`src/irem62_params.svh`:
```
// Shared constants of the M62 board shell
// ROM map, download indices, reset hold and hardware variant codes
`ifndef IREM62_PARAMS_SVH
`define IREM62_PARAMS_SVH

// Download bus widths
`define IREM_ADDR_W      25
`define IREM_OFFSET_W    18

// Download stream indices
`define IREM_IDX_ROM     8'd0
`define IREM_IDX_VARIANT 8'd1
`define IREM_IDX_DIP     8'd254

// ROM image layout, region start addresses
`define IREM_BASE_CPU    25'h0000000
`define IREM_BASE_SND    25'h0020000
`define IREM_BASE_GFX1   25'h0030000
`define IREM_BASE_GFX2   25'h0050000
`define IREM_BASE_GFX3   25'h0090000
`define IREM_BASE_PROM   25'h00A0000
`define IREM_ROM_END     25'h00A0920

// Game reset hold after the last request
`define IREM_RESET_HOLD  16'd65535

// Hardware variants with a portrait screen
`define IREM_VAR_BATTROAD 8'h06
`define IREM_VAR_YOUJYUDN 8'h0B

`endif

```
`src/irem62_pkg.sv`:
```
// Types of the M62 board shell
// Download and ROM write beats, config strobes, menu status, controls
`include "irem62_params.svh"

package irem62_pkg;

	// ROM regions of the download image
	typedef enum logic [2:0] {
		rom_cpu  = 3'd0,
		rom_snd  = 3'd1,
		rom_gfx1 = 3'd2,
		rom_gfx2 = 3'd3,
		rom_gfx3 = 3'd4,
		rom_prom = 3'd5
	} rom_region_e;

	typedef struct packed {
		logic [7:0]              index;
		logic [`IREM_ADDR_W-1:0] addr;
		logic [7:0]              data;
	} dl_beat_t;

	typedef struct packed {
		rom_region_e               region;
		logic [`IREM_OFFSET_W-1:0] offset;
		logic [7:0]                data;
	} rom_wr_t;

	typedef struct packed {
		logic       var_wr;
		logic       dip_wr;
		logic       dip_slot;
		logic [7:0] data;
	} cfg_wr_t;

	// joy_mode: 0 off, 1 DB9 Mega Drive, 2 DB15
	typedef struct packed {
		logic       reset_req;
		logic       horizontal;
		logic [1:0] aspect;
		logic [1:0] joy_mode;
		logic       two_players;
	} menu_status_t;

	// ==============================
	// User-port joystick word
	// ==============================
	typedef struct packed {
		logic [3:0] unused;
		logic mode, start, z, y, x, a, c, b;
		logic up, down, left, right;
	} joy_db9md_t;

	typedef struct packed {
		logic [3:0] unused;
		logic l, start, f, e, d, c, b, a;
		logic up, down, left, right;
	} joy_db15_t;

	typedef union packed {
		joy_db9md_t db9md;
		joy_db15_t  db15;
	} joy_word_u;

	typedef struct packed {
		logic up, down, left, right;
		logic fire_a, fire_b;
	} player_ctrl_t;

	typedef struct packed {
		player_ctrl_t p1;
		player_ctrl_t p2;
		logic coin1, coin2;
		logic start1, start2;
		logic pause;
		logic osd;
	} cab_ctrl_t;

endpackage

```
`src/dl_router.sv`:
```
// Download router
// Decodes host download beats into ROM region writes and config strobes
`timescale 1ns/10ps
`include "irem62_params.svh"

module dl_router import irem62_pkg::*; (
	input  logic     clk_sys,
	input  logic     reset,
	input  logic     dl_valid,
	input  dl_beat_t dl,
	output logic     dl_ready,
	output logic     rom_valid,
	output rom_wr_t  rom_wr,
	input  logic     rom_ready,
	output cfg_wr_t  cfg_wr
);

	logic                      is_rom;
	logic                      is_cfg;
	logic                      is_var;
	logic                      is_dip;
	logic                      in_range;
	logic                      slot_free;
	logic                      rom_take;
	rom_region_e               region;
	logic [`IREM_ADDR_W-1:0]   base;
	logic [`IREM_ADDR_W-1:0]   rel_addr;
	logic [`IREM_OFFSET_W-1:0] offset;

	assign is_rom   = (dl.index == `IREM_IDX_ROM);
	assign is_var   = (dl.index == `IREM_IDX_VARIANT);
	// Only the first two DIP bytes are kept
	assign is_dip   = (dl.index == `IREM_IDX_DIP) && (dl.addr[`IREM_ADDR_W-1:1] == '0);
	assign is_cfg   = is_var | is_dip;
	assign in_range = (dl.addr < `IREM_ROM_END);

	// Output register is empty or drains this cycle
	assign slot_free = ~rom_valid | rom_ready;
	assign dl_ready  = slot_free | (dl_valid & is_cfg);
	assign rom_take  = dl_valid & is_rom & in_range;

	// ==============================
	// Region decode
	// ==============================
	always_comb begin
		if (dl.addr < `IREM_BASE_SND) begin
			region = rom_cpu;
			base   = `IREM_BASE_CPU;
		end else if (dl.addr < `IREM_BASE_GFX1) begin
			region = rom_snd;
			base   = `IREM_BASE_SND;
		end else if (dl.addr < `IREM_BASE_GFX2) begin
			region = rom_gfx1;
			base   = `IREM_BASE_GFX1;
		end else if (dl.addr < `IREM_BASE_GFX3) begin
			region = rom_gfx2;
			base   = `IREM_BASE_GFX2;
		end else if (dl.addr < `IREM_BASE_PROM) begin
			region = rom_gfx3;
			base   = `IREM_BASE_GFX3;
		end else begin
			region = rom_prom;
			base   = `IREM_BASE_PROM;
		end
	end

	assign rel_addr = dl.addr - base;
	assign offset   = rel_addr[`IREM_OFFSET_W-1:0];

	// One-entry output register toward the memory writer
	always_ff @(posedge clk_sys) begin
		if (reset)
			rom_valid <= 1'b0;
		else if (slot_free)
			rom_valid <= rom_take;
	end

	always_ff @(posedge clk_sys) begin
		if (slot_free && rom_take) begin
			rom_wr.region <= region;
			rom_wr.offset <= offset;
			rom_wr.data   <= dl.data;
		end
	end

	// Config strobes, one cycle after the beat
	always_ff @(posedge clk_sys) begin
		cfg_wr.dip_slot <= dl.addr[0];
		cfg_wr.data     <= dl.data;
		if (reset) begin
			cfg_wr.var_wr <= 1'b0;
			cfg_wr.dip_wr <= 1'b0;
		end else begin
			cfg_wr.var_wr <= dl_valid & is_var;
			cfg_wr.dip_wr <= dl_valid & is_dip;
		end
	end

	// A stalled write holds its contents until taken
	a_rom_hold: assert property (@(posedge clk_sys) disable iff (reset)
		rom_valid && !rom_ready |=> rom_valid && $stable(rom_wr));

endmodule

```
`src/core_config.sv`:
```
// Hardware variant and DIP switch capture
// Screen orientation and HDMI aspect ratio
`timescale 1ns/10ps
`include "irem62_params.svh"

module core_config import irem62_pkg::*; (
	input  logic         clk_sys,
	input  logic         reset,
	input  cfg_wr_t      cfg_wr,
	input  menu_status_t menu_status,
	output logic [7:0]   switches_1,
	output logic [7:0]   switches_2,
	output logic         landscape,
	output logic         ccw,
	output logic [12:0]  video_arx,
	output logic [12:0]  video_ary
);

	logic [7:0] variant;
	logic [1:0] aspect_m1;
	logic       wide;

	always_ff @(posedge clk_sys) begin
		if (reset) begin
			variant    <= 8'h00;
			switches_1 <= 8'h00;
			switches_2 <= 8'h00;
		end else begin
			if (cfg_wr.var_wr)
				variant <= cfg_wr.data;
			if (cfg_wr.dip_wr && !cfg_wr.dip_slot)
				switches_1 <= cfg_wr.data;
			if (cfg_wr.dip_wr && cfg_wr.dip_slot)
				switches_2 <= cfg_wr.data;
		end
	end

	// Most variants run on a horizontal monitor
	always_comb begin
		landscape = 1'b1;
		ccw       = 1'b0;
		case (variant)
			`IREM_VAR_BATTROAD: landscape = 1'b0;
			`IREM_VAR_YOUJYUDN: begin
				landscape = 1'b0;
				ccw       = 1'b1;
			end
			default: ;
		endcase
	end

	// Aspect 0 is the original ratio, others select the scaler presets
	assign wide      = menu_status.horizontal | landscape;
	assign aspect_m1 = menu_status.aspect - 2'd1;
	assign video_arx = (menu_status.aspect == 2'd0) ? (wide ? 13'd4 : 13'd3) : {11'd0, aspect_m1};
	assign video_ary = (menu_status.aspect == 2'd0) ? (wide ? 13'd3 : 13'd4) : 13'd0;

endmodule

```
`src/reset_gen.sv`:
```
// Game reset generator
// ROM load tracking and reset hold counter
`timescale 1ns/10ps
`include "irem62_params.svh"

module reset_gen (
	input  logic clk_sys,
	input  logic reset,
	input  logic download_active,
	input  logic reset_req,
	input  logic user_button,
	output logic rom_loaded,
	output logic game_reset
);

	logic        dl_active_d;
	logic        hold;
	logic [15:0] hold_cnt;

	assign hold = reset_req | user_button | ~rom_loaded;

	always_ff @(posedge clk_sys) begin
		if (reset) begin
			dl_active_d <= 1'b0;
			rom_loaded  <= 1'b0;
			hold_cnt    <= `IREM_RESET_HOLD;
			game_reset  <= 1'b1;
		end else begin
			dl_active_d <= download_active;
			// End of download marks the image as complete
			if (dl_active_d && !download_active)
				rom_loaded <= 1'b1;
			if (hold)
				hold_cnt <= `IREM_RESET_HOLD;
			else if (hold_cnt != 16'd0)
				hold_cnt <= hold_cnt - 16'd1;
			game_reset <= (hold_cnt != 16'd0);
		end
	end

	// The game never runs from a partial image
	a_reset_until_loaded: assert property (@(posedge clk_sys) disable iff (reset)
		!rom_loaded |-> game_reset);

endmodule

```
`src/input_mapper.sv`:
```
// Player control mapping
// USB or user-port joystick selection, merged cabinet controls
`timescale 1ns/10ps

module input_mapper import irem62_pkg::*; (
	input  logic        clk_sys,
	input  logic        reset,
	input  logic [1:0]  joy_mode,
	input  logic        two_players,
	input  joy_word_u   port1,
	input  joy_word_u   port2,
	input  logic [15:0] usb1,
	input  logic [15:0] usb2,
	output cab_ctrl_t   ctrl
);

	// Mapped word, bits 0 to 9
	// right left down up fire_a fire_b start1 start2 coin pause
	function automatic logic [9:0] map_port(input joy_word_u w);
		logic       start;
		logic       bit11;
		logic [9:0] m;
		// DB9 and DB15 share the start and coin bit positions
		start = w.db9md.start;
		bit11 = w.db9md.mode;
		m       = '0;
		m[5:0]  = w[5:0];
		m[6]    = start;
		// Start with fire_b doubles as coin
		m[8]    = bit11 | (start & w[5]);
		return m;
	endfunction

	function automatic player_ctrl_t to_player(input logic [9:0] m);
		player_ctrl_t p;
		p.right  = m[0];
		p.left   = m[1];
		p.down   = m[2];
		p.up     = m[3];
		p.fire_a = m[4];
		p.fire_b = m[5];
		return p;
	endfunction

	logic       db_en;
	logic       p1_start;
	logic [9:0] p1_map;
	logic [9:0] p2_map;

	assign db_en    = |joy_mode;
	assign p1_start = port1.db9md.start;

	// A single user-port stick moves USB player 1 to player 2
	assign p1_map = db_en ? map_port(port1) : usb1[9:0];
	assign p2_map = !db_en ? usb2[9:0] :
	                two_players ? map_port(port2) : usb1[9:0];

	always_ff @(posedge clk_sys) begin
		if (reset) begin
			ctrl <= '0;
		end else begin
			ctrl.p1     <= to_player(p1_map);
			ctrl.p2     <= to_player(p2_map);
			ctrl.coin1  <= p1_map[8];
			ctrl.coin2  <= p2_map[8];
			ctrl.start1 <= p1_map[6] | p2_map[6];
			ctrl.start2 <= p1_map[7] | p2_map[7];
			ctrl.pause  <= p1_map[9] | p2_map[9];
			ctrl.osd    <= db_en & p1_start & port1[6];
		end
	end

endmodule

```
`src/irem62_shell.sv`:
```
// M62 board shell top level
// Download router, config capture, reset generator and control mapping
`timescale 1ns/10ps

module irem62_shell import irem62_pkg::*; (
	input  logic         clk_sys,
	input  logic         reset,
	input  logic         dl_valid,
	input  dl_beat_t     dl,
	output logic         dl_ready,
	output logic         rom_valid,
	output rom_wr_t      rom_wr,
	input  logic         rom_ready,
	input  logic         download_active,
	input  logic         user_button,
	input  menu_status_t menu_status,
	input  joy_word_u    port1,
	input  joy_word_u    port2,
	input  logic [15:0]  usb1,
	input  logic [15:0]  usb2,
	output cab_ctrl_t    ctrl,
	output logic [7:0]   switches_1,
	output logic [7:0]   switches_2,
	output logic         landscape,
	output logic         ccw,
	output logic [12:0]  video_arx,
	output logic [12:0]  video_ary,
	output logic         game_reset
);

	cfg_wr_t cfg_wr;

	// ==============================
	// Download side
	// ==============================
	dl_router u_router (
		.clk_sys   (clk_sys),
		.reset     (reset),
		.dl_valid  (dl_valid),
		.dl        (dl),
		.dl_ready  (dl_ready),
		.rom_valid (rom_valid),
		.rom_wr    (rom_wr),
		.rom_ready (rom_ready),
		.cfg_wr    (cfg_wr)
	);

	core_config u_config (
		.clk_sys     (clk_sys),
		.reset       (reset),
		.cfg_wr      (cfg_wr),
		.menu_status (menu_status),
		.switches_1  (switches_1),
		.switches_2  (switches_2),
		.landscape   (landscape),
		.ccw         (ccw),
		.video_arx   (video_arx),
		.video_ary   (video_ary)
	);

	// Load status stays internal to the reset block
	reset_gen u_reset (
		.clk_sys         (clk_sys),
		.reset           (reset),
		.download_active (download_active),
		.reset_req       (menu_status.reset_req),
		.user_button     (user_button),
		.rom_loaded      (),
		.game_reset      (game_reset)
	);

	// ==============================
	// Controls
	// ==============================
	input_mapper u_inputs (
		.clk_sys     (clk_sys),
		.reset       (reset),
		.joy_mode    (menu_status.joy_mode),
		.two_players (menu_status.two_players),
		.port1       (port1),
		.port2       (port2),
		.usb1        (usb1),
		.usb2        (usb2),
		.ctrl        (ctrl)
	);

endmodule

```
`config.mk`:
```
export PLATFORM = sky130hd
export DESIGN_NAME = irem62_shell
export DESIGN_NICKNAME = d
export VERILOG_FILES = /design/src/irem62_pkg.sv /design/src/dl_router.sv /design/src/core_config.sv /design/src/reset_gen.sv /design/src/input_mapper.sv /design/src/irem62_shell.sv
export VERILOG_INCLUDE_DIRS = /design/src
export SDC_FILE = /design/constraint.sdc
export NUM_CORES = 1
export LEC_CHECK = 0
export BUFFER_PORTS_ARGS = -buffer_cell sky130_fd_sc_hd__buf_2
export CAP_MARGIN = 20
export CORE_MARGIN = 2
export CORE_UTILIZATION = 30
export CTS_BUF_LIST = sky130_fd_sc_hd__clkbuf_8 sky130_fd_sc_hd__clkbuf_16
export DETAILED_ROUTE_END_ITERATION = 12
export GPL_TIMING_DRIVEN = 0
export PLACE_DENSITY_LB_ADDON = 0.08
export SLEW_MARGIN = 30
export SYNTH_ARGS = -nofsm -noshare
export SYNTH_HDL_FRONTEND = slang
export SYNTH_SLANG_ARGS = --single-unit
```
`constraint.sdc`:
```
create_clock -name clk_sys -period 2.95 [get_ports clk_sys]
set_input_delay 0.4425 -clock clk_sys [delete_from_list [all_inputs] [get_ports clk_sys]]
set_output_delay 0.4425 -clock clk_sys [all_outputs]
set_load 0.02 [all_outputs]
```
==> summary.md, run 1 <==
| Metric | Value |
|---|---|
| Status | `finished, final reports clean` |
| Startpoint types | `flip-flop` |
| Least-Margin Pin Slew | `approximately 0.93 ns` |
| Pins over their slew limit | `0` |
| Cell-internal power | `2.24 mW` |
| Tightest Hold Check Type | `primary input to flip-flop` |
| Antenna violations before repair | `0` |
| CP Class | `flip-flop to output port` |
| Switch Pwr | `around 0.66 mW` |
| Port buffer count | `between 150 and 200` |
| DRT iter0 DRCs | `about 180` |
| Residual DRC | `0` |
| H-tree level count | `3` |
| Critical Path AT | `2.23 ns` |
| Async S/R FF share, synth | `0%` |
| FMAX | `0.375 GHz` |
| Crit path from | `u_config.variant[4]` |
| Final-report hold violation count | `0` |
| Netlist Area Pre-Place | `4130 um^2` |
| Clock power frac | `40.6%` |
| Initial Util | `31.0%` |
| Remaining global-route overflow | `0` |
| Final worst setup slack | `roughly 0.28 ns` |
| Number of synthesized flops with an enable pin | `29` |
| Register area share after synthesis | `between 50% and 60%` |
| Part of the power in registers | `between 50% and 60%` |
| Clock tree buffer depth | `2` |
| RSZ-0062 raised after global routing | `false` |
| I/O pins | `212` |
| Clk slew on worst S/H paths | `around 0.070 ns` |
| First-pass GRT wire length | `16900 um` |
| Syn Area/Cell | `around 10 um^2` |
| Final core utilization | `41.8%` |
| # setup viols final | `0` |
| Root buffer cell | `clkbuf_16` |
| Dpl hpwl | `8500 um` |
| Layout cells sized above 1 | `between 30% and 40%` |
| Post-synth top area cell | `dfxtp_1` |
| DR vias | `3582` |
| Pwr dens | `521 nW/um^2` |
| Gr usage total | `14.8%` |
| DR WL/cell | `14.4 um` |
| Tmin final | `2.67 ns` |
| Vias per cell | `4.62` |
| CTS Sinks | `slightly above 100` |
| CTS Hold Bufs | `0` |
| Die area | `14700 um^2` |
| Synth top area share | `35.4%` |
| Synth warn | `0` |
| CTS tree | `built` |
| Hold_sp | `dl[3]` |
| Top post-synthesis cells by count | `dfxtp_1 (73), nor2_1 (41), nand2_1 (32)` |
| Most used DFF post-synth | `dfxtp_1` |
| Critical path peak fanout | `3` |
| Die height | `121 um` |
| Synth area leaders | `dfxtp_1 (35%), edfxtp_1 (21%), mux2i_1 (5.3%)` |
| Yosys reg bits | `102` |
| WL final | `between 10000 and 15000 um` |
| Clk_lat worst skew | `0.34 ns` |
| Worst clock skew | `about 0.0039 ns` |
| Data required, critical path | `2.51 ns` |
| Static leakage | `2.40 nW` |
| Maximum Capacitance Violations | `0` |
| Placed Cells | `760` |
| RD Place Congestion | `a little over 0.8` |
| Setup crit end kind | `output port` |
| Core area | `13300 um^2` |
| Tcrit/Tclk final | `90.5%` |
| Die X | `around 120 um` |
| Max_slew headroom | `37.5%` |
| Sw frac | `22.9%` |
| Number of global-route vias before repair | `3381` |
| Drt first pass iters | `4` |
| Fin cells | `776` |
| Reg2Reg Launch Point | `u_reset.hold_cnt[2]` |
| DP Worst Slack | `0.464 ns` |
| Count leader, synth | `dfxtp_1` |
| Comb pwr share | `8.6%` |
| Peak VDD IR | `about 0.32 mV` |
| Cells after synthesis | `402` |
| Cts bufs inserted | `9` |
| Rows | `42` |
| Post-synth cell types | `52` |
| Nets | `716` |
| Antenna Violating Nets Remaining | `0` |
| Ant diodes | `0` |
| Largest net degree at the start of global routing | `21` |
| Synth-to-layout area growth | `34.9%` |
## registers in the layout, indices dropped and copies added, names as in the netlist
name	count
u_router.rom_wr	29
u_inputs.ctrl	18
u_reset.hold_cnt	16
u_router.cfg_wr	11
u_config.switches_1	8
u_config.switches_2	8
u_config.variant	8
u_reset.dl_active_d	1
u_reset.game_reset	1
u_reset.rom_loaded	1
u_router.rom_valid	1
## what timing repair did
item                       CTS  global route
gates resized for setup      0             1
setup buffers                0             0
setup endpoints to repair    0             2
## area by class of cell
class	instances	area, um^2
plain buffers	43	254
clock buffers	12	278
clock inverters	4	25.0
fillers	1358	7770
inverters	5	18.8
multi-input cells	271	1610
flip-flops and latches	102	2330
well taps	176	220
repair buffers	163	838
## worst max-delay path, cell delays in order, from the launching register on
cell,delay [ns]
dfxtp_1,0.32
or4b_2,0.73
a2111oi_1,0.39
nor3_1,0.14
buf_4,0.16
buf_2,0.15
## cell usage in the layout, fill, tap and decap left out, drive strengths merged, types with 3 or more instances in the layout
cell type,synthesis,final
a211oi,12,12
a21oi,31,31
a31oi,4,4
and2,3,3
and3,8,8
and4,5,5
buf,27,190
clkbuf,16,28
conb,1,20
dfxtp,73,73
edfxtp,29,29
ha,3,3
inv,5,7
mux2i,22,22
nand2,32,32
nand2b,3,3
nand3,9,9
nand3b,3,3
nand4,3,3
nor2,41,41
nor2b,3,3
nor3,11,11
nor4,7,7
nor4b,4,4
o21ai,13,13
o31ai,3,3
or4,7,7
or4b,3,3
## power groups by stage
stage	logic [mW]	clock network, mW	registers, mW
floorplan	0.114	0	1.53
global route	0.276	1.28	1.47
CTS	0.253	1.23	1.47
global placement	0.251	0	1.50
finish	0.251	1.18	1.47
detailed placement	0.252	0	1.51
## cell families after synthesis
family                   Yosys count  share of synthesized area (%)
other                              1                         0.0907
AO/OA/AOI/OAI                     73                           10.7
adder cells (fa/ha/maj)            3                          0.908
AND/OR/NAND/NOR                  151                           19.5
buffers and inverters             48                           6.60
multiplexers                      22                           5.33
flip-flops                       102                           56.4
XOR/XNOR                           2                          0.424
## routing by layer
layer	part of all wire, %	vias to the layer above	track usage (%)
li1	-	1802	-
met1	42	1646	18.0
met2	48	128	23.9
met3	8.8	6	6.58
met4	0.83	0	3.88
met5	0	-	0
## path summary, 6_finish.rpt
kind / end / cells after the start / slack [ns]
worst max-delay path: video_ary[1] / 5 / 0.28
worst min-delay path: u_router.cfg_wr[3] / 1 / 0.21
worst max register to register: u_reset.hold_cnt[15] / 5 / 0.58
worst min register to register: u_config.switches_2[6] / 2 / 0.46
## per-stage QoR
step	hold slack (ns)	cell area, um^2	power [mW]	TNS (ns)
3_3_place_gp	0.442	5240	1.76	-6.31
6_report	0.213	5570	2.90	0
5_1_grt	0.196	5570	3.03	0
2_1_floorplan	0.431	4210	1.64	0
4_1_cts	0.196	5570	2.95	0
3_5_place_dp	0.452	5270	1.76	0
(Power assumes the default switching activity.)
==> run 2: changes to the inputs <==
--- a/config.mk
+++ b/config.mk
@@ -11,9 +11,11 @@
 export CORE_MARGIN = 2
 export CORE_UTILIZATION = 30
 export CTS_BUF_LIST = sky130_fd_sc_hd__clkbuf_8 sky130_fd_sc_hd__clkbuf_16
+export CTS_CLUSTER_SIZE = 24
 export DETAILED_ROUTE_END_ITERATION = 12
 export GPL_TIMING_DRIVEN = 0
 export PLACE_DENSITY_LB_ADDON = 0.08
+export RECOVER_POWER = 50
 export SLEW_MARGIN = 30
 export SYNTH_ARGS = -nofsm -noshare
 export SYNTH_HDL_FRONTEND = slang
==> run 2 against run 1 <==
Against the previous run: sequential power hardly changed; worst hold slack hardly changed; die area stayed put; sequential share of layout area is 0.74 points higher; clock skew is 0.00060 ns lower; non-clock buffer count stayed put; via count is 0.42% higher; fmax hardly changed; register-to-register slack hardly changed; final cell count stayed put; first-iteration DRC count is 5.7% lower; critical path type unchanged; largest cell class unchanged.
==> summary.md, run 2 (synthesis results as in run 1) <==
| Metric | Value |
|---|---|
| Status | `finished, final reports clean` |
| Placed Cells | `760 (unchanged)` |
| Tmin final | `2.67 ns (+0.000284 ns)` |
| Vias per cell | `4.64 (+0.42%)` |
| Clock tree buffer depth | `2 (unchanged)` |
| Nets | `716 (unchanged)` |
| First-pass GRT wire length | `16900 um (unchanged)` |
| Most frequent cells in the layout | `clkbuf_1 (93), buf_2 (87), dfxtp_1 (73)` |
| H-tree level count | `3 (unchanged)` |
| Static leakage | `2.14 nW (-11%)` |
| Startpoint types | `flip-flop` |
| Setup crit end kind | `output port` |
| Met1 global-route usage | `18.0% (unchanged)` |
| Final worst setup slack | `0.280 ns (-0.000284 ns)` |
| Reg area | `2330 um^2 (unchanged)` |
| Crit path from | `u_config.variant[4]` |
| DP Worst Slack | `0.464 ns (unchanged)` |
| # setup viols final | `0 (unchanged)` |
| Antenna Violating Nets Remaining | `0 (unchanged)` |
| Top flop regs | `u_router.rom_wr x29, u_inputs.ctrl x18, u_reset.hold_cnt x16` |
| GR Util met3 | `6.58% (unchanged)` |
| Ant diodes | `0 (unchanged)` |
| Data required, critical path | `2.51 ns (about the same)` |
| GR Util met2 | `23.9% (unchanged)` |
| Initial Util | `31.0% (unchanged)` |
| Layout cells sized above 1 | `23.3% (-13 points)` |
| Area of the multi-input gates | `1610 um^2 (unchanged)` |
| Die height | `121 um (unchanged)` |
| Gr usage total | `14.8% (unchanged)` |
| Number of global-route vias before repair | `3381 (unchanged)` |
| RD Place Congestion | `0.809 (unchanged)` |
| Biggest register | `u_router.rom_wr` |
| Final-report hold violation count | `0 (unchanged)` |
| RSZ-0062 raised after global routing | `false` |
| Maximum Capacitance Violations | `0 (unchanged)` |
| Pins over their slew limit | `0 (unchanged)` |
| RR Endpoint | `u_reset.hold_cnt[15]` |
| FMAX | `0.375 GHz (about the same)` |
| Commonest non-fill, non-tap cell in the layout | `clkbuf_1` |
| Setup bufs post-CTS | `0 (unchanged)` |
| Reg2Reg Launch Point | `u_reset.hold_cnt[2]` |
| CTS tree | `built` |
| CTS Sinks | `102 (unchanged)` |
| Port buffer count | `162 (unchanged)` |
| Pwr dens | `528 nW/um^2 (+1.5%)` |
| Max_slew headroom | `37.5% (about the same)` |
| DP Area | `5270 um^2 (unchanged)` |
| DRT iter0 DRCs | `166 (-5.7%)` |
| Final core utilization | `41.0% (-0.72 points)` |
| Antenna violations before repair | `0 (unchanged)` |
| Die area | `14700 um^2 (unchanged)` |
| Hold slack | `0.213 ns (+0.000309 ns)` |
| Dpl hpwl | `8500 um (unchanged)` |
| Largest net degree at the start of global routing | `21 (unchanged)` |
| Fin cells | `776 (unchanged)` |
| CP Class | `flip-flop to output port` |
| Crit path to | `video_ary[1]` |
| DR vias | `3597 (+0.42%)` |
| Final standard cell area without fillers | `5480 um^2 (-1.7%)` |
| Die X | `121 um (unchanged)` |
| Clk_lat worst skew | `0.34 ns (about the same)` |
| Core area | `13300 um^2 (unchanged)` |
| Drt first pass iters | `5 (+1)` |
| WL final | `11200 um (+0.18%)` |
| Clk slew on worst S/H paths | `0.07 ns (about the same)` |
| Tcrit/Tclk final | `90.5% (about the same)` |
| Worst reg2reg path depth | `5 (unchanged)` |
| Largest register FFs | `29 (unchanged)` |
| CTS Hold Bufs | `0 (unchanged)` |
| Layer with the highest usage | `met2` |
| CTS resizes | `0 (unchanged)` |
| Least-Margin Pin Slew | `0.929 ns (-0.0000636 ns)` |
| Peak VDD IR | `0.315 mV (-0.37%)` |
| Critical Path AT | `2.23 ns (about the same)` |
| Tightest Hold Check Type | `primary input to flip-flop` |
| Worst clock skew | `0.00332 ns (-0.000601 ns)` |
| Residual DRC | `0 (unchanged)` |
| Synth-to-layout area growth | `32.5%` |
| Fill cells | `1381 (+1.7%)` |
| Critical path peak fanout | `3 (unchanged)` |
| Remaining global-route overflow | `0 (unchanged)` |
| Cts bufs inserted | `9 (unchanged)` |
| Root buffer cell | `clkbuf_16` |
| Hold_sp | `dl[3]` |
| R2r setup slk | `0.59 ns (about the same)` |
| DR WL/cell | `14.4 um (+0.18%)` |
| I/O pins | `212 (unchanged)` |
| Rows | `42 (unchanged)` |
## run 2: area by class of cell
type                    instances  share of cell area [%]
flip-flops and latches        102                    42.6
multi-input cells             271                    29.4
repair buffers                163                    13.5
clock buffers                  12                    5.07
plain buffers                  43                    4.64
well taps                     176                    4.02
clock inverters                 4                   0.457
inverters                       5                   0.343
## run 2: how the worst min path moves through the flow
| stage | to | slack [ns] | cells past startpoint |
|---|---|---|---|
| after floorplan | u_reset.rom_loaded | 0.43 | 2 |
| after global placement | u_reset.rom_loaded | 0.44 | 2 |
| after detailed placement | u_reset.rom_loaded | 0.45 | 2 |
| after CTS | u_router.cfg_wr[3] | 0.20 | 1 |
| after global routing | u_router.cfg_wr[2] | 0.20 | 1 |
| final | u_router.cfg_wr[3] | 0.21 | 1 |
## run 2: worst max-delay path: stages (launching register included)
cell,delay (ns)
dfxtp_1,0.32
or4b_2,0.73
a2111oi_1,0.39
nor3_1,0.14
buf_4,0.16
buf_2,0.15
## run 2: metrics by stage
stage	TNS, ns	total power, mW
global placement	-6.31	1.76
floorplan	0	1.64
finish	0	2.89
global route	0	3.02
CTS	0	2.95
detailed placement	0	1.76
## run 2: metal layers
metal	part of all wire (%)	vias to the layer above
met4	0.92	0
met5	0	-
li1	-	1799
met2	47	135
met3	8.7	8
met1	43	1655
## run 2: where the power goes
group,total (mW),switching [mW],internal (mW)
Sequential,1.47,0.0106,1.46
Clock,1.18,0.507,0.670
Combinational,0.244,0.146,0.0975
Total,2.89,0.664,2.23
==> run 3: changes to the inputs <==
--- a/config.mk
+++ b/config.mk
@@ -9,14 +9,15 @@
 export BUFFER_PORTS_ARGS = -buffer_cell sky130_fd_sc_hd__buf_2
 export CAP_MARGIN = 20
 export CORE_MARGIN = 2
-export CORE_UTILIZATION = 30
+export CORE_UTILIZATION = 41
 export CTS_BUF_LIST = sky130_fd_sc_hd__clkbuf_8 sky130_fd_sc_hd__clkbuf_16
 export CTS_CLUSTER_SIZE = 24
 export DETAILED_ROUTE_END_ITERATION = 12
+export GPL_ROUTABILITY_DRIVEN = 0
 export GPL_TIMING_DRIVEN = 0
 export PLACE_DENSITY_LB_ADDON = 0.08
 export RECOVER_POWER = 50
-export SLEW_MARGIN = 30
+export SLEW_MARGIN = 20
 export SYNTH_ARGS = -nofsm -noshare
 export SYNTH_HDL_FRONTEND = slang
 export SYNTH_SLANG_ARGS = --single-unit
==> run 3 against run 2 <==
Against the previous run: combinational power about the same; setup slack got worse by 0.082 ns; clock power decreased by 35%.
==> summary.md, run 3 (synthesis results as in run 1) <==
| Metric | Value |
|---|---|
| Status | `finished, final reports clean` |
| Rows | `36 (-14%)` |
| Residual DRC | `0 (unchanged)` |
| DP Area | `5210 um^2 (-1.2%)` |
| Reg area | `2330 um^2 (unchanged)` |
| Root buffer cell | `clkbuf_8` |
| Antenna Violating Nets Remaining | `0 (unchanged)` |
| Maximum Capacitance Violations | `0 (unchanged)` |
| DRT iter0 DRCs | `148 (-11%)` |
| WL final | `10600 um (-5.3%)` |
| Static leakage | `2.10 nW (-2.1%)` |
| Startpoint types | `flip-flop` |
| Antenna violations before repair | `0 (unchanged)` |
| DR WL/cell | `14.5 um (+0.26%)` |
| Nets | `716 (unchanged)` |
| Overall Power | `2.49 mW (-14%)` |
| Most frequent cells in the layout | `buf_2 (94), clkbuf_1 (86), dfxtp_1 (73)` |
| Drt first pass iters | `4 (-1)` |
| Pwr dens | `470 nW/um^2 (-11%)` |
| Synth-to-layout area growth | `27.9%` |
| Core area | `9770 um^2 (-27%)` |
| Pins over their slew limit | `0 (unchanged)` |
| Setup bufs post-CTS | `0 (unchanged)` |
| # setup viols final | `0 (unchanged)` |
| CTS resizes | `0 (unchanged)` |
| Top layer reached by signal wires | `met4` |
| Critical Path AT | `2.31 ns (+0.08 ns)` |
| Max_slew headroom | `38.8% (+1.3 points)` |
| First-pass GRT wire length | `16700 um (-0.86%)` |
| Port buffer count | `162 (unchanged)` |
| Tmin final | `2.75 ns (+0.0819 ns)` |
| Crit path max-delay family | `simple AND/OR/NAND/NOR gates` |
| Number of global-route vias before repair | `3426 (+1.3%)` |
| Largest net degree at the start of global routing | `25 (+19%)` |
| Critical path's slowest cell | `or4b_2` |
| Clock tree buffer depth | `2 (unchanged)` |
| I/O pins | `212 (unchanged)` |
| Area of the multi-input gates | `1610 um^2 (about the same)` |
| Clk slew on worst S/H paths | `0.09 ns (+0.02 ns)` |
| CTS Hold Bufs | `0 (unchanged)` |
| RSZ-0062 raised after global routing | `false` |
| Top flop regs | `u_router.rom_wr x29, u_inputs.ctrl x18, u_reset.hold_cnt x16` |
| Clk_lat worst skew | `0.35 ns (about the same)` |
| Largest register FFs | `29 (unchanged)` |
| Peak VDD IR | `0.295 mV (-6.4%)` |
| Vias per cell | `4.95 (+6.9%)` |
| Die X | `104 um (-14%)` |
| Commonest non-fill, non-tap cell in the layout | `buf_2` |
| CTS Sinks | `102 (unchanged)` |
| Initial Util | `42.3% (+11 points)` |
| Critical path, cell by cell | `or4b_2, a2111oi_0, nor3_1, buf_4, buf_2` |
| Layout cells sized above 1 | `24.0% (+0.67 points)` |
| DP Worst Slack | `0.547 ns (+0.0832 ns)` |
| Worst clock skew | `0.0103 ns (+0.00696 ns)` |
| Gr usage total | `19.2% (+4.4 points)` |
| Setup crit end kind | `output port` |
| Die height | `104 um (-14%)` |
| Hold slack | `0.201 ns (-0.0118 ns)` |
| Least-Margin Pin Slew | `0.910 ns (-0.0190 ns)` |
| TNS Setup | `0 ns (unchanged)` |
| Tightest Hold Check Type | `primary input to flip-flop` |
| Tcrit/Tclk final | `93.3% (+2.8 points)` |
| Final standard cell area without fillers | `5290 um^2 (-3.5%)` |
| Biggest register | `u_router.rom_wr` |
| Met2 routed wirelength | `5070 um (-4.4%)` |
| Die area | `10900 um^2 (-26%)` |
| Fin cells | `733 (-5.5%)` |
| Placed Cells | `717 (-5.7%)` |
| Remaining global-route overflow | `0 (unchanged)` |
| H-tree level count | `3 (unchanged)` |
| Buf+Inv Stages, Crit Path | `2 (unchanged)` |
| Critical path peak fanout | `3 (unchanged)` |
| Data required, critical path | `2.51 ns (about the same)` |
| Dpl hpwl | `8050 um (-5.3%)` |
| WL met1 | `4630 um (-3.6%)` |
| Final core utilization | `54.1% (+13 points)` |
| DR vias | `3631 (+0.95%)` |
| Final worst setup slack | `0.198 ns (-0.0819 ns)` |
| Ant diodes | `0 (unchanged)` |
| FMAX | `0.363 GHz (-3.0%)` |
| CTS tree | `built` |
| CP Class | `flip-flop to output port` |
| Final-report hold violation count | `0 (unchanged)` |
| Cts bufs inserted | `9 (unchanged)` |
| Routed met3 length | `817 um (-16%)` |
| Crit-path max cell delay | `0.72 ns (about the same)` |
| Fill cells | `977 (-29%)` |
-- run 3: cell count changes in the layout (fill, tap and decap cells not counted), moves of 2 or more --
cell	previous run	this run
clkinv_4	0	2
clkbuf_1	93	86
buf_2	87	94
inv_1	5	7
clkbuf_16	10	0
clkbuf_8	2	9
-- run 3: layer usage --
layer | global-route usage, % | up-vias
met2 | 31.5 | 135
met1 | 24.2 | 1677
met3 | 7.08 | 6
met5 | 0 | -
met4 | 4.05 | 0
li1 | - | 1813
-- run 3: worst paths after layout --
| check | endpoint | from | cells after the start | slack (ns) |
|---|---|---|---|---|
| worst min register to register | u_reset.rom_loaded | u_reset.dl_active_d | 2 | 0.46 |
| worst min-delay path | u_router.cfg_wr[3] | dl[3] | 1 | 0.20 |
| worst max register to register | u_reset.hold_cnt[5] | u_reset.hold_cnt[0] | 8 | 0.62 |
| worst max-delay path | video_ary[0] | u_config.variant[4] | 5 | 0.20 |
-- run 3: area by class of cell --
cell class              instances  area share [%]
plain buffers                  43            4.80
inverters                       5           0.355
multi-input cells             271            30.4
clock inverters                 7           0.805
repair buffers                163            14.1
well taps                     133            3.15
flip-flops and latches        102            44.1
clock buffers                   9            2.34
-- run 3: power breakdown --
group          leakage, nW  internal (mW)  switching [mW]
clock network       0.0936          0.303           0.468
registers            0.861           1.46          0.0108
logic                 1.14         0.0978           0.144
total                 2.10           1.86           0.623
